[config.mk]
export PLATFORM = sky130hd
export DESIGN_NAME = mbc_regs
export DESIGN_NICKNAME = d
export VERILOG_FILES = /design/src/hdl/cart_pkg.sv /design/src/hdl/mbc_regs.sv
export SDC_FILE = /design/constraint.sdc
export NUM_CORES = 1
export LEC_CHECK = 0
export BUFFER_PORTS_ARGS = -buffer_cell sky130_fd_sc_hd__buf_2
export CORE_MARGIN = 1.5
export CORE_UTILIZATION = 43
export CTS_CLUSTER_SIZE = 20
export DETAILED_ROUTE_END_ITERATION = 6
export PLACE_DENSITY_LB_ADDON = 0.3
export RECOVER_POWER = 50
export SETUP_SLACK_MARGIN = 0.02
export SLEW_MARGIN = 5
export SYNTH_ARGS = -nofsm -noshare
export SYNTH_HDL_FRONTEND = slang
export SYNTH_SLANG_ARGS = --single-unit
export TNS_END_PERCENT = 20
[constraint.sdc]
create_clock -name clk_sys -period 2.1 [get_ports clk_sys]
set_input_delay 0.21 -clock clk_sys [delete_from_list [all_inputs] [get_ports clk_sys]]
set_output_delay 0.21 -clock clk_sys [all_outputs]
set_load 0.01 [all_outputs]
[src/hdl/cart_pkg.sv]
// cartridge-side definitions shared by the header decoder, mapper and top, use by scoped names
`default_nettype none

package cart_pkg;

	// ------------------------------------------------------------------------
	// mapper kinds and bank types
	// ------------------------------------------------------------------------
	typedef enum logic [2:0] {
		MBC_NONE = 3'd0, // plain 32k ROM
		MBC_1    = 3'd1,
		MBC_2    = 3'd2, // 512x4 bit internal RAM
		MBC_3    = 3'd3, // RTC capable
		MBC_5    = 3'd4  // 9 bit ROM bank
	} mbc_kind_t;

	typedef logic [8:0] rom_bank_t; // 16k ROM bank number
	typedef logic [3:0] ram_bank_t; // 8k RAM bank number

	// widths
	localparam int CART_ADDR_W     = 16; // CPU cartridge address
	localparam int ROM_WORD_ADDR_W = 22; // {bank, a13, a12..a1}
	localparam int CRAM_ADDR_W     = 17; // 16 banks of 8k

	// header word byte addresses inside the download
	localparam logic [24:0] HDR_CGB_OFS  = 25'h142; // first header word of interest
	localparam logic [24:0] HDR_TYPE_OFS = 25'h146; // high byte is the cartridge type
	localparam logic [24:0] HDR_SIZE_OFS = 25'h148; // low rom size, high ram size

	// CPU address bits 15..13 per region
	localparam logic [2:0] REG_RAM_EN   = 3'b000; // 0000-1fff
	localparam logic [2:0] REG_ROM_BANK = 3'b001; // 2000-3fff
	localparam logic [2:0] REG_RAM_BANK = 3'b010; // 4000-5fff
	localparam logic [2:0] REG_MODE     = 3'b011; // 6000-7fff
	localparam logic [2:0] REG_CRAM     = 3'b101; // a000-bfff

	localparam logic [3:0] RAM_EN_KEY = 4'hA;

endpackage

`default_nettype wire

[src/hdl/mbc_regs.sv]
// mapper control registers written by the CPU into the 0000-7fff region
`timescale 1ns/1ps
`default_nettype none

module mbc_regs (
	input  wire                                  clk_sys,
	input  wire                                  reset,
	input  wire                                  hold, // download or backup load running
	input  wire                                  cpu_ce,
	input  wire  [cart_pkg::CART_ADDR_W-1:0]     cart_addr,
	input  wire                                  cart_wr,
	input  wire  [7:0]                           cart_di,
	input  wire  cart_pkg::mbc_kind_t            mbc_kind,
	output cart_pkg::rom_bank_t                  rom_bank,
	output cart_pkg::ram_bank_t                  ram_bank,
	output logic                                 ram_enable,
	output logic                                 mbc1_mode,
	output logic                                 rtc_mode
);

	wire       wr_en  = cart_wr & cpu_ce;
	wire [2:0] region = cart_addr[15:13];
	wire       is_mbc1 = mbc_kind == cart_pkg::MBC_1;
	wire       is_mbc3 = mbc_kind == cart_pkg::MBC_3;
	wire       is_mbc5 = mbc_kind == cart_pkg::MBC_5;

	// mbc1 bank register is only 5 bits wide
	wire       bank_zero = is_mbc1 ? cart_di[4:0] == 5'd0 : cart_di[6:0] == 7'd0;

	always_ff @(posedge clk_sys) begin
		if (reset || hold) begin
			rom_bank   <= 9'd1;
			ram_bank   <= 4'd0;
			ram_enable <= 1'b0;
			mbc1_mode  <= 1'b0;
			rtc_mode   <= 1'b0;
		end else if (wr_en) begin
			case (region)
				cart_pkg::REG_RAM_EN:
					ram_enable <= cart_di[3:0] == cart_pkg::RAM_EN_KEY; // anything else disables
				cart_pkg::REG_ROM_BANK: begin
					if (is_mbc5) begin
						if (cart_addr[12])
							rom_bank[8] <= cart_di[0];   // 3000-3fff
						else
							rom_bank[7:0] <= cart_di;    // 2000-2fff
					end else if (bank_zero) begin
						rom_bank <= 9'd1;                // bank 0 reads as bank 1
					end else begin
						rom_bank <= {2'b00, cart_di[6:0]};
					end
				end
				cart_pkg::REG_RAM_BANK: begin
					if (is_mbc3 && cart_di[3]) begin
						rtc_mode <= 1'b1;                // rtc register select
					end else if (is_mbc3) begin
						rtc_mode <= 1'b0;
						ram_bank <= {2'b00, cart_di[1:0]};
					end else if (is_mbc5) begin
						ram_bank <= cart_di[3:0];
					end else begin
						ram_bank <= {2'b00, cart_di[1:0]}; // mbc1 bank2 bits
					end
				end
				cart_pkg::REG_MODE:
					if (is_mbc1)
						mbc1_mode <= cart_di[0];
				default: ;
			endcase
		end
	end

endmodule

`default_nettype wire

After elaboration in Yosys (flattened, before gate mapping)
Cells that the tools add are included.
Widths: inputs -> output; s select.
{"block": "word_totals", "out_inout_bits": 16, "word_cells": 38, "input_bits": 32, "regBits": 16}
{"block": "op_classes", "n_eq_ne": 9, "n_mux": 9, "bitwise": 2, "n_reduce_logical": 12}
{"operator": "$reduce_and 3->1", "count": 5}
{"operator": "$eq 3x2->1 const B", "count": 3}
{"operator": "$mux 9", "count": 1}
{"operator": "$mux 4", "count": 2}
{"operator": "$mux 8", "count": 1}
{"operator": "$logic_not 7->1", "count": 1}
{"operator": "$mux 7", "count": 1}
{"operator": "$eq 3x1->1 const B", "count": 2}
{"operator": "$logic_not 5->1", "count": 1}
{"operator": "$eq 4x4->1 const B", "count": 1}
{"operator": "$mux 1", "count": 4}
{"operator": "$ne 2x2->1 const B", "count": 2}
{"operator": "$eq 3x3->1 const B", "count": 1}
{"operator": "$logic_not 3->1", "count": 1}
{"operator": "$reduce_and 2->1", "count": 1}
{"operator": "$reduce_bool 2->1", "count": 1}
{"operator": "$and 1x1->1", "count": 1}
{"operator": "$logic_and 1x1->1", "count": 1}
{"operator": "$logic_or 1x1->1", "count": 1}
{"operator": "$not 1->1", "count": 1}

Depth between registers and ports, before layout
{"block": "depth", "word_depth": 4, "depth_mapped": 4, "ltp_nobuf": 4}

Worst setup path after synthesis
OpenSTA, ideal clock, no wires.
{"block": "synth_timing", "kind": "input to register", "from": "input mbc_kind[1]", "to": "register rom_bank[5]", "arrival_time_ps": 1197, "stages": 4, "path_buffers": 0, "required_time_ps": 1985, "setup_ps": 115, "slack_ps": 787, "path_cell_list": "or3b_4 > o211ai_4 > a31oi_1 > a31o_1"}
{"block": "synth_between", "elab_chain_cells": 4, "word_cells_on_any_way": 7, "classes_between": "eq/ne: 3; mux: 3; reduce/logical: 1"}
{"element": "start: declaration", "line": "mbc_regs.sv:13", "text": "input wire cart_pkg::mbc_kind_t mbc_kind,"}
{"element": "$eq 3x1->1", "line": "mbc_regs.sv:23", "text": "wire is_mbc1 = mbc_kind == cart_pkg::MBC_1;"}
{"element": "$mux 1", "line": "mbc_regs.sv:28", "text": "wire bank_zero = is_mbc1 ? cart_di[4:0] == 5'd0 : cart_di[6:0] == 7'd0;"}
{"element": "$mux 7", "line": "mbc_regs.sv:47", "text": "end else if (bank_zero) begin"}
{"element": "$mux 9", "line": "mbc_regs.sv:42", "text": "if (is_mbc5) begin"}
{"element": "end signal: assignment", "line": "mbc_regs.sv:46", "text": "rom_bank[7:0] <= cart_di;"}
{"element": "end signal: assignment", "line": "mbc_regs.sv:50", "text": "rom_bank <= {2'b00, cart_di[6:0]};"}
{"element": "end: declaration", "line": "mbc_regs.sv:14", "text": "output cart_pkg::rom_bank_t rom_bank,"}
Several ways; a longest one is shown, not always the timed one.
A chain may end at the register's enable or synchronous reset.

Worst setup path after layout
{"block": "layout_timing", "from": "input mbc_kind[1]", "to": "register rom_bank[6]"}
The elaborated chain is that of the path after synthesis.

==> impl_metrics.py <==
metrics = {
    "setup_path": {
        "cp.depth": 5,
        "cp_top_family": "compound AO/OA/AOI/OAI gates",
        "cp.required_ps": 2280,
        "path_buf_inv": 1,
        "reg2reg_slack_ps": 1360,
        "r2r-start": "rom_bank[5]",
        "cp_max_fo": 10,
        "reg2reg_depth": 2,
        "critical_path_class": "in2reg",
        "setup.worst_path.start_class": "input port",
        "critPathCaptureType": "register",
        "startpoint": "mbc_kind[1]",
        "crit_arrival_ps": 1480,
        "crit_chain": "buf_2 > or3b_1 > o211ai_4 > a31oi_1 > a31o_1",
        "cp_slowest_cell": "or3b_1",
        "crit_path_max_incr_delay_ps": 430,
    },
    "routing": {
        "vias": 720,
        "wl_per_cell_um": 12.85,
        "wl_mm": 1.670,
        "ant_nets": 0,
        "first_iter_violations": 17,
        "drt_first_pass_iters": 6,
        "drc_errors": 3,
        "viasPerCell": 5.538,
    },
    "finish": {
        "nets": 148,
        "drive_gt1_frac": 0.2368,
        "diodes": 0,
        "area_growth_pct": 25.55,
    },
    "power": {
        "peakVddDrop_mv": 0.3897,
        "leakagePower_uw": 0.0003877,
        "pwr_density_cell_nw_per_um2": 551.8,
    },
    "yosys": {
        "ys_async_sr_fraction": 0,
        "synth-seq-area-share": 0.4303,
        "yosys_warnings": 0,
        "ys_ff_latch": 16,
        "syn_inst": 78,
        "synthFlopType": "dfxtp_1",
        "syn-num-nets": 110,
        "ys_top_cells_by_count": "dfxtp_1, nor2_1, mux2i_1, a21oi_1",
        "synth-edff-count": 0,
        "yosys.area.top_type": "dfxtp_1",
        "yosys.cell_count.top_type": "dfxtp_1",
        "ys_types": 27,
        "syn-mean-instance-area_um2": 9.544,
        "synthTopCellsByArea": "dfxtp_1, mux2i_1, nor2_1, a21oi_1, o211ai_4",
        "synth_top_area_share": 0.4303,
        "syn_area_um2": 744.5,
    },
    "placed_design": {
        "port_buffers": 35,
        "place_ws_ps": 533.2,
        "hpwl_mm": 1.252,
        "place.gp.congestion": 0.7268,
    },
    "sta": {
        "hold_viol": 0,
        "fin_worst_skew_ps": 0,
        "fin_setup_tns_ps": 0,
        "setup_viol": 0,
        "min_period_ps": 1303,
        "slew_headroom": 0.6665,
        "grt_setup_unrepaired": "no",
        "setup_slack_ps": 797.1,
        "finalCritPeriodShare": 0.6204,
        "max_freq_ghz": 0.7675,
        "worst_pin_slew_ps": 500.3,
        "slew_violations": 0,
    },
    "floorplanning": {
        "core_area_um2": 1559,
        "die_w_um": 44.61,
        "die_area_um2": 1990,
        "die_h_um": 44.61,
        "start_util": 0.4775,
        "ioPinCount": 48,
        "row_count": 14,
    },
    "run_status": {
        "outcome": "complete, but fails checks",
        "violations": "DRC",
    },
    "hold_path": {
        "min_path_cells": 2,
        "min_path_type": "in2reg",
        "hold_path_startpoint": "cart_di[5]",
    },
    "global_route": {
        "grt_max_degree": 16,
        "grt_usage": 0.1817,
        "antenna_found_initial": 0,
        "first_global_vias": 615,
        "grt_pass1_wl_mm": 2.622,
        "overflow": 0,
    },
    "clock_network": {
        "cts.clk_slew.worst_paths_ps": 80,
        "ctsResizeCount": 0,
        "cts.path.max_buffers": 2,
        "clock-root-buffer": "clkbuf_4",
        "cts_tree": "yes",
        "cts_setup_buffers": 0,
        "cts-htree-levels": 1,
        "holdBufCountCts": 0,
        "cts_buffers": 3,
        "insertion_delay_ps": 280,
        "clock-sinks": 16,
    },
    "job": {
        "cap_viol_max_count": 0,
    },
}
## registers in the layout, summed over array words and instances (netlist names)
register and count:
rom_bank 9, ram_bank 4, ram_enable 1, mbc1_mode 1
rtc_mode 1
## where the power goes
group / switching (uW) / internal, uW / total, uW / leakage, uW
Sequential: 0.425 / 304 / 304 / 0.000129
Combinational: 33.4 / 25.3 / 58.7 / 0.000245
Clock: 86.2 / 66.5 / 153 / 0.0000138
Total: 120 / 396 / 516 / 0.000388
## worst paths after layout
| kind | to |
|---|---|
| max | rom_bank[6] |
| min | rom_bank[5] |
| max reg2reg | rom_bank[5] |
| min reg2reg | rom_bank[7] |
## metrics by stage
stage	area (um2)	util	hold WS, ps	power (uW)	cells
final	934.6	0.5995	189.9	515.8	130
after detailed placement	932.1	0.5979	440.9	370.5	127
after global routing	934.6	0.5995	192.8	539.2	130
after global placement	932.1	0.5979	437.0	369.2	127
after CTS	954.7	0.6124	181.2	522.1	130
after floorplan	744.5	-	344.1	337.4	78
## logic make-up after synthesis
family / Yosys count / synth area share
AND/OR/NAND/NOR: 36 / 0.2773
flip-flops: 16 / 0.4303
AO/OA/AOI/OAI: 14 / 0.1563
multiplexers: 9 / 0.1210
buffers and inverters: 3 / 0.01512
## layer usage
layer	vias up	routed length, um	track usage
li1	360	-	-
met1	329	770	0.2306
met2	29	747	0.2812
met3	2	134	0.03673
met4	0	18	0.1091
met5	-	0	0
## cell usage in the layout (no fill, tap or decap), types with 3 or more instances in the layout
cell       n
a21oi_1    5
and3_1     3
buf_2     21
clkbuf_1  14
clkbuf_4   3
dfxtp_1   16
mux2i_1    9
nand2b_1   3
nor2_1    14
## cell type report
class,instances,area [um2]
fill,159,624.3
sequential,16,320.3
tap,16,20.02
clock buffer,3,22.52
multi-input combinational,59,410.4
inverter,1,3.754
timing repair buffer,35,157.7
## worst register-to-register path: stages (launching register included)
cell and delay (ps):
dfxtp_1 320, and3_1 140, a31o_1 180
No activity file was read; power rests on OpenSTA's default activity.
