## src/hdl/backup_pkg.sv

```systemverilog
// sizes of the battery RAM backup path, shared by the sequencer, cart RAM and top
`default_nettype none

package backup_pkg;

	localparam int LBA_W        = 8;   // sector number
	localparam int SECTOR_WORDS = 256; // 16 bit words per sector

	// word index inside a sector buffer
	localparam int BUFF_ADDR_W = $clog2(SECTOR_WORDS);

	// cartridge RAM seen as words, sector then word
	localparam int BK_WORD_ADDR_W = LBA_W + BUFF_ADDR_W;

endpackage

`default_nettype wire

```

## src/hdl/cart_pkg.sv

```systemverilog
// cartridge-side definitions shared by the header decoder, mapper and top, use by scoped names
`default_nettype none

package cart_pkg;

	// ------------------------------------------------------------------------
	// mapper kinds and bank types
	// ------------------------------------------------------------------------
	typedef enum logic [2:0] {
		MBC_NONE = 3'd0, // plain 32k ROM
		MBC_1    = 3'd1,
		MBC_2    = 3'd2, // 512x4 bit internal RAM
		MBC_3    = 3'd3, // RTC capable
		MBC_5    = 3'd4  // 9 bit ROM bank
	} mbc_kind_t;

	typedef logic [8:0] rom_bank_t; // 16k ROM bank number
	typedef logic [3:0] ram_bank_t; // 8k RAM bank number

	// widths
	localparam int CART_ADDR_W     = 16; // CPU cartridge address
	localparam int ROM_WORD_ADDR_W = 22; // {bank, a13, a12..a1}
	localparam int CRAM_ADDR_W     = 17; // 16 banks of 8k

	// header word byte addresses inside the download
	localparam logic [24:0] HDR_CGB_OFS  = 25'h142; // first header word of interest
	localparam logic [24:0] HDR_TYPE_OFS = 25'h146; // high byte is the cartridge type
	localparam logic [24:0] HDR_SIZE_OFS = 25'h148; // low rom size, high ram size

	// CPU address bits 15..13 per region
	localparam logic [2:0] REG_RAM_EN   = 3'b000; // 0000-1fff
	localparam logic [2:0] REG_ROM_BANK = 3'b001; // 2000-3fff
	localparam logic [2:0] REG_RAM_BANK = 3'b010; // 4000-5fff
	localparam logic [2:0] REG_MODE     = 3'b011; // 6000-7fff
	localparam logic [2:0] REG_CRAM     = 3'b101; // a000-bfff

	localparam logic [3:0] RAM_EN_KEY = 4'hA;

endpackage

`default_nettype wire

```

## src/hdl/cart_header.sv

```systemverilog
// latches cartridge header bytes off the download stream and decodes mapper, masks and battery
`timescale 1ns/1ps
`default_nettype none

module cart_header (
	input  wire                          clk_sys,
	input  wire                          dl_cart,
	input  wire                          dl_wr,
	input  wire  [24:0]                  dl_addr, // byte address
	input  wire  [15:0]                  dl_data, // little endian word
	output cart_pkg::mbc_kind_t          mbc_kind,
	output cart_pkg::rom_bank_t          rom_mask,
	output cart_pkg::ram_bank_t          ram_mask,
	output logic [backup_pkg::LBA_W-1:0] file_mask, // last sector of the save file
	output logic                         has_battery,
	output logic                         has_ram
);

	logic [7:0] cart_type;
	logic [7:0] rom_size;
	logic [7:0] ram_size;

	// the words we want all sit in 0x140..0x14f
	wire in_hdr = dl_addr[24:4] == cart_pkg::HDR_CGB_OFS[24:4];

	always_ff @(posedge clk_sys) begin
		if (dl_cart && dl_wr && in_hdr) begin
			if (dl_addr[3:0] == cart_pkg::HDR_TYPE_OFS[3:0])
				cart_type <= dl_data[15:8];
			if (dl_addr[3:0] == cart_pkg::HDR_SIZE_OFS[3:0]) begin
				rom_size <= dl_data[7:0];
				ram_size <= dl_data[15:8];
			end
		end
	end

	always_comb begin
		case (cart_type) inside
			8'h01, 8'h02, 8'h03: mbc_kind = cart_pkg::MBC_1;
			8'h05, 8'h06:        mbc_kind = cart_pkg::MBC_2;
			[8'h0F:8'h13]:       mbc_kind = cart_pkg::MBC_3;
			[8'h19:8'h1E]:       mbc_kind = cart_pkg::MBC_5;
			default:             mbc_kind = cart_pkg::MBC_NONE;
		endcase

		// 2 << n banks
		case (rom_size)
			8'h00:   rom_mask = 9'h001; // 32k, linear
			8'h01:   rom_mask = 9'h003;
			8'h02:   rom_mask = 9'h007;
			8'h03:   rom_mask = 9'h00F;
			8'h04:   rom_mask = 9'h01F;
			8'h05:   rom_mask = 9'h03F;
			8'h06:   rom_mask = 9'h07F;
			8'h07:   rom_mask = 9'h0FF;
			8'h08:   rom_mask = 9'h1FF; // 8M, mbc5 only
			default: rom_mask = 9'h07F; // 0x52..0x54 odd sizes fold into 128 banks
		endcase

		case (ram_size)
			8'h01, 8'h02: ram_mask = 4'h0; // single bank
			8'h03:        ram_mask = 4'h3; // 4 banks
			default:      ram_mask = 4'hF;
		endcase

		if (mbc_kind == cart_pkg::MBC_2)
			file_mask = 8'h00; // 512 nibbles fit one sector
		else if (ram_size == 8'h01)
			file_mask = 8'h03;
		else if (ram_size == 8'h02)
			file_mask = 8'h0F;
		else if (ram_size == 8'h03)
			file_mask = 8'h3F;
		else
			file_mask = 8'hFF;
	end

	assign has_battery = cart_type inside {8'h03, 8'h06, 8'h09, 8'h0D, 8'h10,
		8'h13, 8'h1B, 8'h1E, 8'h22, 8'hFF};
	assign has_ram = ram_size != 8'h00; // mbc2 RAM is on the mapper, seen by the sequencer

endmodule

`default_nettype wire

```

## config.mk

```make
export PLATFORM = sky130hd
export DESIGN_NAME = cart_header
export DESIGN_NICKNAME = d
export VERILOG_FILES = /design/src/hdl/backup_pkg.sv /design/src/hdl/cart_pkg.sv /design/src/hdl/cart_header.sv
export SDC_FILE = /design/constraint.sdc
export NUM_CORES = 1
export LEC_CHECK = 0
export BUFFER_PORTS_ARGS = -buffer_cell sky130_fd_sc_hd__buf_2
export CAP_MARGIN = 0
export CORE_MARGIN = 2
export CORE_UTILIZATION = 50
export DETAILED_ROUTE_END_ITERATION = 7
export HOLD_SLACK_MARGIN = 0.02
export PLACE_DENSITY_LB_ADDON = 0.1
export REMOVE_ABC_BUFFERS = 1
export SLEW_MARGIN = 10
export SYNTH_ARGS = -nofsm -noshare
export SYNTH_HDL_FRONTEND = slang
export SYNTH_SLANG_ARGS = --single-unit
```

## constraint.sdc

```tcl
create_clock -name clk_sys -period 7.5 [get_ports clk_sys]
set_clock_uncertainty 0.05 [all_clocks]
set_input_delay 1.5 -clock clk_sys [delete_from_list [all_inputs] [get_ports clk_sys]]
set_output_delay 1.5 -clock clk_sys [all_outputs]
set_load 0.005 [all_outputs]
```

Word level (Yosys, flattened, before mapping)
Memories as Yosys holds them, arrays and structs flattened. A register that Yosys moved wholly into a read port is not among the register bits.
Index checks and enable logic that the tools add are counted.
{"block": "totals", "memories": 1, "regBits": 24, "ram_bits": 0, "word_cells": 51, "romBits": 128, "latchBits": 0, "output_inout_bits": 26}
{"name": "(name not given)", "depth": 16, "word_bits": 8, "read_ports": 1, "rd_ports_with_merged_regs": 1, "write_ports": 0, "line_no": "cart_header.sv:47", "rtl": "case (rom_size)"}
{"block": "classes", "eq_ne": 20, "n_lt_le_gt_ge": 4, "n_shift": 0, "bitwise": 0, "div_mod_pow": 0, "n_mux": 11, "n_addsub": 0, "multipliers": 0, "n_reduce_logical": 12}
{"operator": "8-bit by 2-bit equality test with 1-bit output, second input constant", "count": 4}
{"operator": "8-bit by 5-bit equality test with 1-bit output, second input constant", "count": 4}
{"operator": "8-bit 2-to-1 mux", "count": 4}
{"operator": "21-bit by 5-bit equality test with 1-bit output, second input constant", "count": 1}
{"operator": "8-bit by 1-bit equality test with 1-bit output, second input constant", "count": 2}
{"operator": "8-bit by 3-bit equality test with 1-bit output, second input constant", "count": 2}
{"operator": "8-bit by 4-bit equality test with 1-bit output, second input constant", "count": 2}
{"operator": "8-bit by 5-bit less-or-equal comparator with 1-bit output, second input constant", "count": 2}
{"operator": "3-bit 2-to-1 mux", "count": 4}
{"operator": "10-bit nonzero test", "count": 1}
{"operator": "9-bit 2-to-1 mux", "count": 1}
{"operator": "8-bit by 6-bit equality test with 1-bit output, second input constant", "count": 1}
{"operator": "8-bit equality test, second input constant", "count": 1}
{"operator": "8-bit by 4-bit >= comparator with 1-bit output, second input constant", "count": 1}
{"operator": "8-bit by 5-bit >= comparator with 1-bit output, second input constant", "count": 1}
{"operator": "4-bit one-hot mux with 2 select lines", "count": 1}
{"operator": "8-bit nonzero test", "count": 1}
{"operator": "4-bit by 3-bit equality test with 1-bit output, second input constant", "count": 1}
{"operator": "4-bit equality test, second input constant", "count": 1}
{"operator": "1-bit logical AND", "count": 4}
{"operator": "4-bit zero test", "count": 1}
{"operator": "4-bit 2-to-1 mux", "count": 1}
{"operator": "2-bit AND reduction", "count": 2}
{"operator": "2-bit OR reduction", "count": 2}
{"operator": "2 further kinds", "count": 2}

Depth between registers and ports, before layout
{"block": "depth", "depth_word": 8, "ltp_mapped": 6}

Worst setup path after synthesis
Ideal clock, no wire load.
{"block": "synth_path", "kind": "input -> register", "from": "input port dl_addr[17]", "to": "register ram_size[0], enable pin", "cell_stages": 4, "slack_ps": 4095, "arrival_ps": 2966, "path_cell_list": "nor4_1 -> nand4_1 -> or2_2 -> nor2_1"}
{"block": "synth_between", "elab_chain_cells": 3}
{"item": "start: declaration", "line_no": "cart_header.sv:9", "rtl": "input wire [24:0] dl_addr,"}
{"item": "21-bit by 5-bit equality test with 1-bit output", "line_no": "cart_header.sv:24", "rtl": "wire in_hdr = dl_addr[24:4] == cart_pkg::HDR_CGB_OFS[24:4];"}
{"item": "1-bit logical AND", "line_no": "cart_header.sv:27", "rtl": "if (dl_cart && dl_wr && in_hdr) begin"}
{"item": "2-bit AND reduction (no line)"}
{"item": "end signal: assignment", "line_no": "cart_header.sv:32", "rtl": "ram_size <= dl_data[15:8];"}
{"item": "end: declaration", "line_no": "cart_header.sv:21", "rtl": "logic [7:0] ram_size;"}
Every way passes these cells.
A chain may end at the register's enable or synchronous reset.

Worst setup path in the final report
{"block": "layout_path", "from": "register cart_type[7]", "to": "output port file_mask[4] (netlist name)"}
{"block": "layout_between", "elab_chain_cells": 8, "elab_cells_between_ends": 19}
{"item": "start: declaration", "line_no": "cart_header.sv:19", "rtl": "logic [7:0] cart_type;"}
{"item": "start signal: assignment", "line_no": "cart_header.sv:29", "rtl": "cart_type <= dl_data[15:8];"}
{"item": "8-bit by 5-bit >= comparator with 1-bit output (no line) / 8-bit by 5-bit less-or-equal comparator with 1-bit output (equally long branches)"}
{"item": "1-bit logical AND (no line)"}
{"item": "3-bit 2-to-1 mux (3 in series)", "line_no": "cart_header.sv:38", "rtl": "case (cart_type) inside"}
{"item": "3-bit 2-to-1 mux (*)", "line_no": "cart_header.sv:38"}
{"item": "3-bit by 2-bit equality test with 1-bit output (*)", "line_no": "cart_header.sv:66", "rtl": "if (mbc_kind == cart_pkg::MBC_2)"}
{"item": "8-bit 2-to-1 mux (*)", "line_no": "cart_header.sv:66"}
{"item": "end: declaration", "line_no": "cart_header.sv:14", "rtl": "output logic [backup_pkg::LBA_W-1:0] file_mask,"}
Mark *: on every way between the ends. The rest lies on a longest branch, timed or not.

==> reports/summary.txt <==
==============================================================================
Wire length on met2 .............................................      1.40 mm
Leak Pwr ........................................................  0.000723 µW
Max Cap Violations ..............................................            0
PwrDens .........................................................   152 mW/mm²
Pin count of the biggest net entering global routing ............           17
Cell mode on critical path ......................................        or3_1
CTS HTree Levels ................................................            2
Time the worst path needs with I/O delays and setup .............      3.63 ns
Compound-Gate Fraction of Synth Area ............................       0.0824
Fraction of layout instances using a drive strength above 1 .....        0.401
Number of fillers in the final layout ...........................          265
Seq cells post-synth ............................................           32
Count of TritonRoute iterations in the first routing pass .......            4
Combined area of the multi-input logic cells ....................      631 µm²
Fraction of the mapped netlist area in adder cells ..............            0
Die X-Extent ....................................................      60.5 µm
Die Outline Area ................................................  0.00366 mm²
Number of hold buffers added after cts ..........................            0
Layout overhead on the synthesized area .........................        23.4%
HPWL after detailed placement ...................................      2.42 mm
Setup TNS .......................................................         0 ns
Sequential fraction of the synthesis area .......................        0.553
Kind of start point of the critical path ........................         flop
Number of buffers created by CTS ................................            5
Max layer used ..................................................         met4
Util after Layout ...............................................        0.644
Max Root-Sink Buffers ...........................................            2
Number of global-route vias before repair .......................         1147
Final Setup Violations ..........................................            0
Global router's overall resource usage ..........................        0.181
Top Ports .......................................................           70
Final nets ......................................................          250
Rows ............................................................           20
Critical path data arrival time .................................      2.08 ns
Final critical-path share of the clock period ...................        0.484
Xor-xnor portion of the synthesized cell area ...................       0.0110
Unrepaired setup endpoints after global routing .................           no
Start point of the critical path ................................ cart_type[7]
Data required time of the worst path ............................      5.95 ns
Root buffer cell ................................................     clkbuf_4
Run status ...................................................... complete, no violations
FF/Latch Area ...................................................      881 µm²
Flop-to-flop setup slack ........................................      6.12 ns
Number of enable-type register cells in the synthesized netlist .           24
Register-to-Register Path Depth .................................            3
Worst reg2reg startpoint ........................................  rom_size[1]
Relative slew margins ...........................................        0.309
Critical path's top delay family ................................ simple AND/OR/NAND/NOR gates
WL final ........................................................      3.08 mm
Overflow after GRT ..............................................            0
Most common flop cell mapped by yosys ...........................     edfxtp_1
Hold/Removal Path Class ......................................... flop to flop
Area of the mapped netlist ......................................  0.00159 mm²
Count of unique library cells instantiated by Yosys .............           37
Master of the slowest instance on the critical path .............        or3_1
Ant. Diodes .....................................................            0
CTS tree ........................................................          yes
Placeable core area .............................................  0.00305 mm²
Routability congestion estimate from global placement ...........        0.778
Quantity of I/O buffers inserted on ports .......................           68
Amount of wire on met3 after detailed routing ...................       320 µm
FFs w/ async S/R, synth .........................................            0
Height of the die ...............................................      60.5 µm
Worst path depth ................................................            5
Slew at the pin closest to its max-slew limit ...................      1.03 ns
Maximum clock frequency .........................................      276 MHz
Vias ............................................................         1307
Wire length of the first global-routing pass ....................      4.78 mm
Initial antenna violation count .................................            0
Finished Cell Area ..............................................  0.00197 mm²
Cell area reported after detailed placement .....................  0.00191 mm²
Capturing element of the worst setup path ....................... file_mask[4]
Initial Util ....................................................        0.522
Peak supply drop ................................................       107 µV
Largest family of logic cells by synthesized area ............... simple AND/OR/NAND/NOR gates
Multiplexer share of the synthesized area .......................       0.0534
Post-Synthesis Cells ............................................          144
Met1 routed wirelength after detailed routing ...................      1.34 mm
Later-pin clock latency in the skew report ......................      0.32 ns
Yosys warning total .............................................            0
Category of the most critical setup path ........................ flop to primary output
Worst path buffer plus inverter count ...........................            1
Routed Antenna Nets .............................................            0
Post-Synth Simple-Gate Area .....................................        0.245
Mean area per synthesized cell ..................................     11.1 µm²
Detailed Route Iter0 Violations .................................           55
Max Fanout on Critical Path .....................................            5
CTS clock-pin slew for the worst setup and hold paths ...........      0.10 ns
# DRC ...........................................................            0
Sink Count ......................................................           32
Endpoints failing hold ..........................................            0
Number of post-CTS setup repair buffers .........................            0
Max-slew violation count ........................................            0
Largest stage delay on the critical path ........................      0.48 ns
Wire per inst ...................................................      12.3 µm
Worst path cell trace ........................................... or3_1 > or3_1 > nor2_1 > a21oi_1 > buf_2
Via density .....................................................         5.21
Setup crit end kind ............................................. primary output
Quantity of gates resized following cts .........................            0
==============================================================================
## layout by cell type, fill, tap and decap left out, types with 2 or more instances in the layout
cell       n
or4_1      2
dfxtp_1    8
or2_2      2
nand4_1    2
a21oi_1    6
nor2_1     9
mux2i_1    7
nor2b_1    4
edfxtp_1  24
o21a_1     2
nor3_1     4
nor4_1     7
nor4_2     2
o21ai_0    3
clkbuf_4   5
a211oi_1   3
nand2_1   10
o22ai_1    2
or3_1      2
buf_2     68
nor4b_1    3
inv_1      2
nand2b_1  10
and2_1     2
a31oi_1    3
## per-stage QoR
step / hold WS, ns / std cells / power (µW) / setup WS (ns)
floorplan: 0.528 / 131 / 197 / 4.10
finish: 0.600 / 251 / 298 / 3.87
global route: 0.636 / 251 / 314 / 3.76
detailed placement: 0.577 / 243 / 211 / 3.70
CTS: 0.598 / 251 / 302 / 3.85
global placement: 0.571 / 243 / 211 / 3.79
## where the power goes
| part | internal, µW | switching [µW] |
|---|---|---|
| Sequential | 190 | 0.00000286 |
| Combinational | 9.80 | 7.76 |
| Clock | 36.4 | 54.7 |
## layer usage
metal  up-vias  global-route usage
li1        658                   -
met1       567               0.232
met2        80               0.289
met3         2              0.0576
met4         0              0.0714
met5         -                   0
## worst min path at each step
stage,from,to,depth (start not counted)
floorplan,rom_size[0],flop,2
global placement,rom_size[0],flop,2
detailed placement,rom_size[0],flop,2
CTS,rom_size[0],flop,2
global route,rom_size[0],flop,2
finish,rom_size[0],flop,2
## cell families (layout without fill, tap and decap cells)
kind of cell	Yosys count	in the layout
DFF	32	32
buffers and inverters	15	78
other	1	1
muxes	8	8
and+or+nand+nor	65	65
xor gates and xnor gates	2	2
AOI/OAI and AO/OA	21	21
## cell usage after synthesis (2+ instances only)
master | count | area [µm²]
nor2b_1 | 4 | 25.0
buf_4 | 7 | 52.6
dfxtp_1 | 8 | 160
mux2i_1 | 7 | 70.1
nor3_1 | 4 | 20.0
nor4_1 | 7 | 43.8
nor2_1 | 10 | 37.5
nand2_1 | 10 | 37.5
or4_1 | 2 | 15.0
o21ai_0 | 3 | 15.0
and2_1 | 2 | 12.5
a211oi_1 | 3 | 22.5
clkbuf_1 | 4 | 15.0
nor4b_1 | 3 | 26.3
o22ai_1 | 2 | 12.5
nand2b_1 | 10 | 62.6
o21a_1 | 2 | 15.0
inv_1 | 2 | 7.51
a31oi_1 | 3 | 18.8
edfxtp_1 | 24 | 721
nor4_2 | 2 | 25.0
a21oi_1 | 6 | 30.0
nand4_1 | 2 | 12.5
or2_2 | 2 | 12.5
buf_2 | 2 | 10.0
or3_1 | 2 | 12.5
## worst reg2reg max path, stage by stage, from the launching register on
cell      delay (ns)
edfxtp_1        0.50
nor4b_1         0.46
a31oi_1         0.09
mux2i_1         0.20
## cell type report
type	instances	share of cell area
sequential	32	0.448
multi-input combinational	97	0.321
clock inverter	2	0.00573
timing repair buffer	68	0.173
inverter	2	0.00382
clock buffer	6	0.0210
tap	44	0.0280
(Power assumes the default switching activity.)
