===== src/hdl/cart_pkg.sv =====
// cartridge-side definitions shared by the header decoder, mapper and top, use by scoped names
`default_nettype none

package cart_pkg;

	// ------------------------------------------------------------------------
	// mapper kinds and bank types
	// ------------------------------------------------------------------------
	typedef enum logic [2:0] {
		MBC_NONE = 3'd0, // plain 32k ROM
		MBC_1    = 3'd1,
		MBC_2    = 3'd2, // 512x4 bit internal RAM
		MBC_3    = 3'd3, // RTC capable
		MBC_5    = 3'd4  // 9 bit ROM bank
	} mbc_kind_t;

	typedef logic [8:0] rom_bank_t; // 16k ROM bank number
	typedef logic [3:0] ram_bank_t; // 8k RAM bank number

	// widths
	localparam int CART_ADDR_W     = 16; // CPU cartridge address
	localparam int ROM_WORD_ADDR_W = 22; // {bank, a13, a12..a1}
	localparam int CRAM_ADDR_W     = 17; // 16 banks of 8k

	// header word byte addresses inside the download
	localparam logic [24:0] HDR_CGB_OFS  = 25'h142; // first header word of interest
	localparam logic [24:0] HDR_TYPE_OFS = 25'h146; // high byte is the cartridge type
	localparam logic [24:0] HDR_SIZE_OFS = 25'h148; // low rom size, high ram size

	// CPU address bits 15..13 per region
	localparam logic [2:0] REG_RAM_EN   = 3'b000; // 0000-1fff
	localparam logic [2:0] REG_ROM_BANK = 3'b001; // 2000-3fff
	localparam logic [2:0] REG_RAM_BANK = 3'b010; // 4000-5fff
	localparam logic [2:0] REG_MODE     = 3'b011; // 6000-7fff
	localparam logic [2:0] REG_CRAM     = 3'b101; // a000-bfff

	localparam logic [3:0] RAM_EN_KEY = 4'hA;

endpackage

`default_nettype wire


===== src/hdl/bank_mapper.sv =====
// combinational address mapping from CPU address to ROM word and cart RAM byte, plus read mux
`timescale 1ns/1ps
`default_nettype none

module bank_mapper (
	input  wire  [cart_pkg::CART_ADDR_W-1:0]     cart_addr,
	input  wire  cart_pkg::rom_bank_t            rom_bank,
	input  wire  cart_pkg::ram_bank_t            ram_bank,
	input  wire                                  mbc1_mode,
	input  wire                                  rtc_mode,
	input  wire                                  ram_enable,
	input  wire  cart_pkg::mbc_kind_t            mbc_kind,
	input  wire  cart_pkg::rom_bank_t            rom_mask,
	input  wire  cart_pkg::ram_bank_t            ram_mask,
	input  wire  [15:0]                          rom_data,
	input  wire  [7:0]                           cram_q, // registered, one cycle late
	output logic [cart_pkg::ROM_WORD_ADDR_W-1:0] rom_addr,
	output logic [cart_pkg::CRAM_ADDR_W-1:0]     cram_addr,
	output logic                                 cram_sel,
	output logic [7:0]                           cart_do
);

	cart_pkg::rom_bank_t bank_sel; // bank register, zero in 0000-3fff
	cart_pkg::rom_bank_t rom_eff;
	cart_pkg::ram_bank_t ram_eff;
	logic [1:0]          bank2;
	logic [6:0]          mbc1_bank;

	assign bank_sel = (cart_addr[15:14] == 2'b00) ? 9'd0 : rom_bank;

	// mbc1 bank2 only reaches 0000-3fff and RAM in mode 1
	assign bank2     = ram_bank[1:0] & {2{cart_addr[14] | mbc1_mode}};
	assign mbc1_bank = {bank2, bank_sel[4:0]} & rom_mask[6:0];

	always_comb begin
		case (mbc_kind)
			cart_pkg::MBC_1: begin
				rom_eff = {2'b00, mbc1_bank};
				ram_eff = {2'b00, bank2 & ram_mask[1:0]};
			end
			cart_pkg::MBC_2: begin
				rom_eff = {2'b00, bank_sel[6:0] & rom_mask[6:0]};
				ram_eff = 4'd0; // single 512 byte area
			end
			cart_pkg::MBC_3: begin
				rom_eff = {2'b00, bank_sel[6:0] & rom_mask[6:0]};
				ram_eff = {2'b00, ram_bank[1:0] & ram_mask[1:0]};
			end
			cart_pkg::MBC_5: begin
				rom_eff = bank_sel & rom_mask; // up to 512 banks
				ram_eff = ram_bank & ram_mask;
			end
			default: begin
				rom_eff = {8'd0, cart_addr[14]}; // 32k linear
				ram_eff = 4'd0;
			end
		endcase
	end

	assign rom_addr  = {rom_eff, cart_addr[13:1]};
	assign cram_addr = {ram_eff, cart_addr[12:0]};
	assign cram_sel  = cart_addr[15:13] == cart_pkg::REG_CRAM;

	always_comb begin
		if (!cram_sel)
			cart_do = cart_addr[0] ? rom_data[15:8] : rom_data[7:0];
		else if (!ram_enable)
			cart_do = 8'hFF;                  // disabled RAM floats high
		else if (mbc_kind == cart_pkg::MBC_2)
			cart_do = {4'hF, cram_q[3:0]};   // 4 bit RAM
		else if (rtc_mode)
			cart_do = 8'h00;                  // no clock contents
		else
			cart_do = cram_q;
	end

endmodule

`default_nettype wire


===== config.mk =====
export PLATFORM = sky130hd
export DESIGN_NAME = bank_mapper
export DESIGN_NICKNAME = d
export VERILOG_FILES = /design/src/hdl/cart_pkg.sv /design/src/hdl/bank_mapper.sv
export SDC_FILE = /design/constraint.sdc
export NUM_CORES = 1
export LEC_CHECK = 0
export ABC_AREA = 1
export BUFFER_PORTS_ARGS = -buffer_cell sky130_fd_sc_hd__buf_2
export CAP_MARGIN = 5
export CORE_MARGIN = 4
export CORE_UTILIZATION = 31
export DETAILED_ROUTE_END_ITERATION = 10
export GPL_TIMING_DRIVEN = 1
export PLACE_DENSITY = 0.95
export SYNTH_ARGS = -nofsm -noshare
export SYNTH_HDL_FRONTEND = slang
export SYNTH_SLANG_ARGS = --single-unit

===== constraint.sdc =====
create_clock -name vclk -period 1.12
set_input_delay 0.056 -clock vclk [all_inputs]
set_output_delay 0.056 -clock vclk [all_outputs]
set_load 0.005 [all_outputs]

# Word-level counts from Yosys, hierarchy flattened
# Cells that the tools add are included.
[word_totals]
register_bits = 0
input_bits = 72
output_inout_bits = 48
elab_cells = 23
[op_classes]
n_eq_ne = 5
muxes = 8
bitwise_logic = 8
n_reduce_logical = 2
[ops]
columns = ["operator", "count"]
rows = [
  ["8-bit 2-to-1 mux", 5],
  ["9-bit case mux with 3 select lines", 1],
  ["7-bit bitwise AND", 2],
  ["4-bit case mux with 3 select lines", 1],
  ["9-bit bitwise AND", 1],
  ["9-bit 2-to-1 mux", 1],
  ["2-bit bitwise AND", 3],
  ["3-bit by 2-bit == test with 1-bit output, second input constant", 2],
  ["3-bit == test, second input constant", 2],
  ["4-bit bitwise AND", 1],
  ["3-bit by 1-bit == test with 1-bit output, second input constant", 1],
  ["2-bit zero test", 1],
  ["2-bit OR reduction", 1],
  ["1-bit OR", 1],
]

# Depth between registers and ports, before layout
# Gate-level depths: netlist (run 1).
[logic_depth]
ltp_word = 4
mapped_depth = 6
mapped_depth_nobuf = 6

# Least setup slack after synthesis (run 1)
# OpenSTA, ideal clock, no wires.
[synth_path]
path_kind = "input-to-output"
from = "in cart_addr[0] (netlist name)"
to = "out cart_do[4]"
arrival_time_ps = 622
required_time_ps = 1064
path_slack_ps = 442
path_stages = 4
cell_sequence = "buf_2 > or2_2 > o21ai_0 > o21ai_1"
[synth_between]
elab_chain_cells = 2
[synth_rtl]
columns = ["element", "line_no", "rtl"]
rows = [
  ["start: declaration", "bank_mapper.sv:6", "input wire [cart_pkg::CART_ADDR_W-1:0] cart_addr,"],
  ["8-bit 2-to-1 mux", "bank_mapper.sv:66", "cart_do = cart_addr[0] ? rom_data[15:8] : rom_data[7:0];"],
  ["8-bit 2-to-1 mux", "bank_mapper.sv:65", "if (!cram_sel)"],
  ["end: declaration", "bank_mapper.sv:20", "output logic [7:0] cart_do"],
]
# No other way between the ends.

# Worst setup path in the final report (run 1)
[layout_path]
from = "in mbc_kind[0]"
to = "out cart_do[2]"
[layout_between]
elab_chain_cells = 4
[layout_rtl]
columns = ["element", "line_no", "rtl"]
rows = [
  ["start: declaration", "bank_mapper.sv:12", "input wire cart_pkg::mbc_kind_t mbc_kind,"],
  ["3-bit by 2-bit == test with 1-bit output", "bank_mapper.sv:69", "else if (mbc_kind == cart_pkg::MBC_2)"],
  ["8-bit 2-to-1 mux", "bank_mapper.sv:69", ""],
  ["8-bit 2-to-1 mux", "bank_mapper.sv:67", "else if (!ram_enable)"],
  ["8-bit 2-to-1 mux", "bank_mapper.sv:65", ""],
]
# No other way between the ends.

==> results of run 1 <==
[cell type report]
class,count,area (um2),share of cell area
Inverter,12,45.0,0.0469
Timing Repair Buffer,85,428,0.445
Multi-Input combinational cell,100,454,0.473
Tap cell,27,33.8,0.0352
[worst paths after layout]
kind	start	endpoint	slack (ns)
setup / recovery	mbc_kind[0]	cart_do[2]	0.19
hold / removal	cart_addr[5]	rom_addr[4]	0.11
[synthesized netlist by cell type]
library cell  number
nand2_1           42
buf_4             27
nor2_1            15
nand3_1           12
o21ai_1            8
inv_1              7
o21ai_0            6
a21oi_1            5
inv_2              5
or2_2              4
nand4_1            2
nor2_2             2
nor3_1             2
buf_2              1
nand3_2            1
nor3b_2            1
[critical path: stages]
cell     delay, ns
buf_2         0.10
inv_1         0.09
nand3_1       0.18
nand2_2       0.14
nand2_1       0.06
a21oi_1       0.12
buf_2         0.13
[cells in the final DEF, fill, tap and decap left out]
master,n
o21ai_0,6
inv_1,7
inv_2,5
nand3_1,12
or2_2,4
nand4_1,2
nand2_1,41
a21oi_1,5
buf_2,84
nor2_2,2
nor3b_2,1
nand2_2,1
buf_4,1
o21ai_1,8
nand3_2,1
nor2_1,15
nor3_1,2
[cell families (layout without fill, tap and decap cells)]
logic type / count (synthesis) / count (layout) / share of synthesized area
buf+inv: 40 / 97 / 0.359
simple gates: 81 / 81 / 0.506
compound gates: 19 / 19 / 0.135
[power by group through the flow]
stage	clock, mW	combinational [mW]	sequential [mW]
2_1_floorplan	0	0.218	0
4_1_cts	0	0.325	0
5_1_grt	0	0.368	0
3_3_place_gp	0	0.317	0
3_5_place_dp	0	0.324	0
6_report	0	0.322	0
[metrics by stage]
step / setup WS (ns) / hold slack, ns / area (um2)
after floorplan: 0.442 / 0.189 / 704
after CTS: 0.155 / 0.112 / 958
final: 0.191 / 0.112 / 961
after detailed placement: 0.153 / 0.112 / 958
after global placement: 0.194 / 0.112 / 958
after global routing: 0.0248 / 0.112 / 961
[what timing repair did]
item / 4_1_cts / 5_1_grt
resized for setup: 0 / 1
endpoints found under the setup margin: 0 / 1
hold buffers: 0 / 0
[metal layers]
layer	GRT usage	routed length, um	vias up
met4	0.0208	24	0
met3	0.0186	243	4
li1	-	-	535
met5	0	0	-
met1	0.143	843	404
met2	0.270	1170	45
==> reports/metrics.yaml, run 1 <==
clkPwrFrac: 0
pwr-share-seq: 0
netlist_area_um2: 704
syn_area_per_cell_um2: 5.03
synthDistinctLibCells: 16
finalCritPeriodShare: 0.829
via_count: 988
critPathLaunchType: "input pin"
routedWlPerCell_um: 10.2
fp.coreArea_um2: 2060
hold_viol_final: 0
nets: 271
grt_util_all_layers: 0.133
drv_cap: 0
switchingPower_mw: 0.157
p_int_mw: 0.165
clock.fmax_ghz: 1.08
first_pass_iters: 4
cts_setup_buffers: 0
drive_above_1_share: 0.503
worstMarginPinSlew_ns: 0.251
ios: 120
row_count: 16
leakage_nw: 0.623
grt_pass1_vias: 931
syn_nets: 212
finalSetupTns_ns: 0
antenna_found_initial: 0
worst-endpoint-arrival_ns: 0.87
final_util: 0.466
max_slew_margin: 0.832
numPortBuffers: 84
status: "complete, no violations"
dp_hpwl_mm: 2.06
period_needed_ns: 0.929
overflow: 0
seq_area_frac_synth: 0
drc_errors: 0
nFillCells: 237
synth_top_area_frac: 0.288
first_iter_violations: 12
synth_area_leaders: "buf_4, nand2_1, nand3_1"
wl_mm: 2.28
holdPathStages: 0
powerDensity_nw_per_um2: 335
end_kind: "primary output"
rsz0062_at_grt: "no"
gp_congestion: 0.845
final_cells: 224
combPwrFrac: 1.000
hold_class: "in2out"
ant_nets: 0
cp_max_fo: 5
area_growth_pct: 36.4
ys_warn_count: 0
die_area_um2: 3100
seq_cell_count: 0
initial_core_util: 0.342
synth_area_leader_cell: "buf_4"
worst-setup-path-type: "in2out"
peakVddDrop_uv: 149
die_w_um: 55.7
dp_cells: 224
p_sw_frac: 0.489
required_ns: 1.06
ff_latch_area_um2: 0
grt_pass1_wl_mm: 3.65
clock_buffers: 0
vias_per_cell: 4.41
finalSetupViolations: 0
fp.dieH_um: 55.7
diodes: 0
slew_viol_final: 0
power_mw: 0.322
grt_start_max_net_pins: 14
netlist_instances: 140
No activity file was read; power rests on OpenSTA's default activity.
==> run 2, diff against run 1 <==
--- a/config.mk
+++ b/config.mk
@@ -9,10 +9,10 @@
 export BUFFER_PORTS_ARGS = -buffer_cell sky130_fd_sc_hd__buf_2
 export CAP_MARGIN = 5
 export CORE_MARGIN = 4
-export CORE_UTILIZATION = 31
+export CORE_UTILIZATION = 26
 export DETAILED_ROUTE_END_ITERATION = 10
 export GPL_TIMING_DRIVEN = 1
-export PLACE_DENSITY = 0.95
+export PLACE_DENSITY = 0.88
 export SYNTH_ARGS = -nofsm -noshare
 export SYNTH_HDL_FRONTEND = slang
 export SYNTH_SLANG_ARGS = --single-unit
==> constraint.sdc (replaced) <==
create_clock -name vclk -period 0.85
set_input_delay 0.0425 -clock vclk [all_inputs]
set_output_delay 0.0425 -clock vclk [all_outputs]
set_load 0.005 [all_outputs]
==> reports/metrics.yaml, run 2 (synthesized netlist as in run 1, its figures left out) <==
grt_pass1_vias: 900  # was 931
first_iter_violations: 33  # was 12
ios: 120  # unchanged
routedWlPerCell_um: 11.6  # was 10.2 um
cts_setup_buffers: 0  # unchanged
die_area_um2: 3610  # was 3100 um2
hold_viol_final: 0  # unchanged
finalCritPeriodShare: 0.944
nets: 276  # was 271
antenna_found_initial: 0  # unchanged
busiest_layer: "met2"  # unchanged
drc_errors: 0  # unchanged
cp_slowest_cell: "nor2_4"  # was nand3_1
cp_max_fo: 7  # was 5
final_common_cell: "buf_2"  # unchanged
wl_mm: 2.68  # was 2.28 mm
slew_viol_final: 0  # unchanged
status: "complete, no violations"  # unchanged
power_mw: 0.537  # was 0.322 mW
grt_util_all_layers: 0.123  # was 0.133
required_ns: 0.81  # was 1.06 ns
ant_nets: 0  # unchanged
powerDensity_nw_per_um2: 459  # was 335 nW/um2
pwr-share-seq: 0  # about the same
finalSetupViolations: 0  # unchanged
nFillCells: 278  # was 237
worst-setup-path-type: "in2out"  # unchanged
drv_cap: 0  # unchanged
worstSetupStartpoint: "cart_addr[15]"  # was mbc_kind[0]
hold_class: "in2out"  # unchanged
combPwrFrac: 1.000  # about the same
area_growth_pct: 66.3  # was 36.4%
worst-endpoint-arrival_ns: 0.76  # was 0.87 ns
dp_hpwl_mm: 2.23  # was 2.06 mm
p_int_mw: 0.282  # was 0.165 mW
end_kind: "primary output"  # unchanged
grt_start_max_net_pins: 14  # unchanged
numPortBuffers: 84  # unchanged
critPathLaunchType: "input pin"  # unchanged
fp.dieH_um: 60.1  # was 55.7 um
fp.coreArea_um2: 2520  # was 2060 um2
clock_buffers: 0  # unchanged
overflow: 0  # unchanged
diodes: 0  # unchanged
initial_core_util: 0.279  # was 0.342
switchingPower_mw: 0.255  # was 0.157 mW
first_pass_iters: 4  # unchanged
critPathMaxStageDelay_ns: 0.14  # was 0.18 ns
setup.worst_path.end: "cart_do[0]"  # was cart_do[2]
drive_above_1_share: 0.569  # was 0.503
final_cell_mix: "buf_2, nand2_1, nor2_1"  # unchanged
peakVddDrop_uv: 258  # was 149 uV
clkPwrFrac: 0  # about the same
use_met1: 0.145  # was 0.143
clock.fmax_ghz: 1.25
leakage_nw: 0.686  # was 0.623 nW
row_count: 18  # was 16
via_count: 1078  # was 988
grt_use_met2: 0.236  # was 0.270
use_met3: 0.00864  # was 0.0186
p_sw_frac: 0.475  # was 0.489
fin_ws_ns: 0.0477  # was 0.191 ns
pre_cts_slack_ns: -0.0310  # was 0.153 ns
path_cells: "buf_8 > nand2_8 > nor2_4 > buf_12 > nor2_1 > a21oi_1 > buf_2"  # was buf_2 > inv_1 > nand3_1 > nand2_2 > nand2_1 > a21oi_1 > buf_2
max_slew_margin: 0.816  # was 0.832
gp_congestion: 0.832  # was 0.845
final_util: 0.464  # was 0.466
worstMarginPinSlew_ns: 0.276  # was 0.251 ns
die_w_um: 60.1  # was 55.7 um
seq_cell_count: 0  # unchanged
vias_per_cell: 4.65  # was 4.41
period_needed_ns: 0.802
ff_latch_area_um2: 0  # unchanged
grt_pass1_wl_mm: 3.57  # was 3.65 mm
[run 2: cell count changes in the layout (fill, tap and decap cells not counted), sizes merged]
cell / delta
buf: +4
clkbuf: +1
[run 2: metrics by stage]
step | hold slack [ns] | cells | cell area [um2] | TNS (ns)
after floorplan | 0.162 | 140 | 704 | 0
after global placement | 0.0851 | 231 | 1000 | -0.00936
after detailed placement | 0.0851 | 231 | 1000 | -0.0792
after CTS | 0.0851 | 231 | 1040 | -0.00227
after global routing | 0.0850 | 232 | 1170 | -0.00392
final | 0.0850 | 232 | 1170 | 0
[run 2: worst min path at each step]
stage                          to          start  cells past startpoint
floorplan           cram_addr[13]    ram_mask[0]                      2
detailed placement  cram_addr[10]  cart_addr[10]                      0
global route          rom_addr[1]   cart_addr[2]                      0
global placement    cram_addr[10]  cart_addr[10]                      0
finish                rom_addr[1]   cart_addr[2]                      0
CTS                 cram_addr[10]  cart_addr[10]                      0
[run 2: layer usage]
metal  part of all wire  vias to the layer above
met2               0.51                       56
li1                   -                      549
met1               0.36                      458
met4              0.020                        0
met3               0.11                       15
met5                  0                        -
[run 2: cell type report]
| cell class | count | area, um2 | area share |
|---|---|---|---|
| Timing Repair Buffer | 90 | 543 | 0.464 |
| Multi-Input combinational cell | 100 | 538 | 0.459 |
| Inverter | 12 | 52.6 | 0.0449 |
| Tap cell | 30 | 37.5 | 0.0321 |
[run 2: timing repair]
item | 4_1_cts | 5_1_grt
setup endpoints to repair | 7 | 19
gates cloned | 0 | 1
resized for setup | 9 | 33
hold buffers | 0 | 0
pin swaps | 1 | 8
[run 2: critical path: cells and delay by family]
family	cells	cell delay, ns
and+or+nand+nor	3	0.24
buffers and inverters	3	0.36
AOI/OAI and AO/OA	1	0.11
[run 2: power by group through the flow]
stage                     clock network (mW)  registers, mW  logic [mW]
after floorplan                            0              0       0.287
after global placement                     0              0       0.443
after detailed placement                   0              0       0.450
after CTS                                  0              0       0.473
after global routing                       0              0       0.596
final                                      0              0       0.537
==> run 3, diff against run 2 <==
--- a/config.mk
+++ b/config.mk
@@ -13,6 +13,7 @@
 export DETAILED_ROUTE_END_ITERATION = 10
 export GPL_TIMING_DRIVEN = 1
 export PLACE_DENSITY = 0.88
+export SETUP_SLACK_MARGIN = 0.15
 export SYNTH_ARGS = -nofsm -noshare
 export SYNTH_HDL_FRONTEND = slang
 export SYNTH_SLANG_ARGS = --single-unit
==> reports/metrics.yaml, run 3 (synthesized netlist as in run 1, its figures left out) <==
first_pass_iters: 4  # unchanged
p_sw_frac: 0.470  # was 0.475
slew_viol_final: 0  # unchanged
first_iter_violations: 17  # was 33
leakage_nw: 0.728  # was 0.686 nW
routedWlPerCell_um: 11.7  # was 11.6 um
ant_nets: 0  # unchanged
finalSetupTns_ns: 0  # unchanged
wl_mm: 2.72  # was 2.68 mm
via_count: 1077  # was 1,078
hold_class: "in2out"  # unchanged
die_area_um2: 3610  # unchanged
clock.fmax_ghz: 1.21  # was 1.25 GHz
die_w_um: 60.1  # unchanged
path_cells: "buf_6 > or2_2 > o21ai_0 > o21ai_1 > buf_2"  # was buf_8 > nand2_8 > nor2_4 > buf_12 > nor2_1 > a21oi_1 > buf_2
worst-endpoint-arrival_ns: 0.78  # was 0.76 ns
combPwrFrac: 1.000  # about the same
ff_latch_area_um2: 0  # unchanged
clkPwrFrac: 0  # about the same
drc_errors: 0  # unchanged
pwr-share-seq: 0  # about the same
finalCritPeriodShare: 0.969  # was 0.944
fp.coreArea_um2: 2520  # unchanged
required_ns: 0.81  # about the same
end_kind: "primary output"  # unchanged
holdPathStages: 0  # unchanged
grt_pass1_vias: 930  # was 900
fp.dieH_um: 60.1  # unchanged
dp_hpwl_mm: 2.23  # unchanged
area_growth_pct: 87.2  # was 66.3%
period_needed_ns: 0.823  # was 0.802 ns
cp_slowest_cell: "or2_2"  # was nor2_4
cp_max_fo: 10  # was 7
numPortBuffers: 84  # unchanged
dp_cells: 231  # unchanged
ios: 120  # unchanged
grt_start_max_net_pins: 14  # unchanged
initial_core_util: 0.279  # unchanged
critPathMaxStageDelay_ns: 0.28  # was 0.14 ns
pre_cts_slack_ns: -0.0310  # unchanged
crit_cells: 5  # was 7
post_dp_cell_area_um2: 1000  # unchanged
antenna_found_initial: 0  # unchanged
critPathLaunchType: "input pin"  # unchanged
drive_above_1_share: 0.660  # was 0.569
worstMarginPinSlew_ns: 0.324  # was 0.276 ns
status: "complete, no violations"  # unchanged
diodes: 0  # unchanged
path_delay_family: "simple AND/OR/NAND/NOR gates"  # was buffers and inverters
vias_per_cell: 4.62  # was 4.65
rsz0062_at_grt: "yes"
worst-path-buf-inv: 2  # was 3
switchingPower_mw: 0.291  # was 0.255 mW
overflow: 0  # unchanged
cts_hold_buffers: 0  # unchanged
grt_util_all_layers: 0.127  # was 0.123
finalSetupViolations: 0  # unchanged
p_int_mw: 0.329  # was 0.282 mW
gp_congestion: 0.832  # unchanged
fin_ws_ns: 0.0266  # was 0.0477 ns
row_count: 18  # unchanged
max_slew_margin: 0.784  # was 0.816
seq_cell_count: 0  # unchanged
final_common_cell: "buf_2"  # unchanged
clock_buffers: 0  # unchanged
grt_pass1_wl_mm: 3.69  # was 3.57 mm
powerDensity_nw_per_um2: 470  # was 459 nW/um2
hold_end: "rom_addr[1]"  # unchanged
final_cell_mix: "buf_2, nand2_1, o21ai_1"  # was buf_2, nand2_1, nor2_1
postLayoutCellArea_um2: 1320  # was 1170 um2
nets: 277  # was 276
hold_path_startpoint: "cart_addr[2]"  # unchanged
peakVddDrop_uv: 286  # was 258 uV
final_cells: 233  # was 232
hold_viol_final: 0  # unchanged
drv_cap: 0  # unchanged
worst-setup-path-type: "in2out"  # unchanged
## run 3: layer usage
metal	routed length (um)	GRT usage
met5	0	0
met4	70	0.0253
met3	302	0.00864
met2	1420	0.259
met1	933	0.138
## run 3: through the flow
| step | utilization | total power, mW | hold WS (ns) |
|---|---|---|---|
| finish | 0.523 | 0.620 | 0.0850 |
| global route | 0.523 | 0.684 | 0.0850 |
| CTS | 0.451 | 0.523 | 0.0851 |
| detailed placement | 0.398 | 0.450 | 0.0851 |
| global placement | 0.398 | 0.443 | 0.0851 |
| floorplan | - | 0.287 | 0.162 |
## run 3: cell type report
cell class | instances | area (um2)
fill | 257 | 1200
inverter | 12 | 65.1
multi-input combinational | 100 | 622
tap | 30 | 37.5
timing repair buffer | 91 | 594
## run 3: worst max path at each step
stage	start	end	slack [ns]
4_1_cts	cart_addr[15]	cart_do[2]	0.02
3_5_place_dp	mbc_kind[0]	cart_do[2]	-0.03
6_report	cart_addr[0]	cart_do[5]	0.03
2_1_floorplan	cart_addr[0]	cart_do[4]	0.20
5_1_grt	cart_addr[0]	cart_do[5]	-0.06
3_3_place_gp	mbc_kind[1]	rom_addr[13]	-0.009
## run 3: power by group through the flow
| stage | Sequential (mW) | Combinational [mW] | Clock, mW |
|---|---|---|---|
| floorplan | 0 | 0.287 | 0 |
| global placement | 0 | 0.443 | 0 |
| detailed placement | 0 | 0.450 | 0 |
| CTS | 0 | 0.523 | 0 |
| global route | 0 | 0.684 | 0 |
| finish | 0 | 0.620 | 0 |
## run 3: what timing repair did
| action | 4_1_cts | 5_1_grt |
|---|---|---|
| cloned | 0 | 1 |
| hold endpoints to repair | 0 | 0 |
| pin swaps | 5 | 13 |
| buffers inserted | 1 | 0 |
| gates resized for setup | 38 | 43 |
| endpoints found under the setup margin | 21 | 21 |
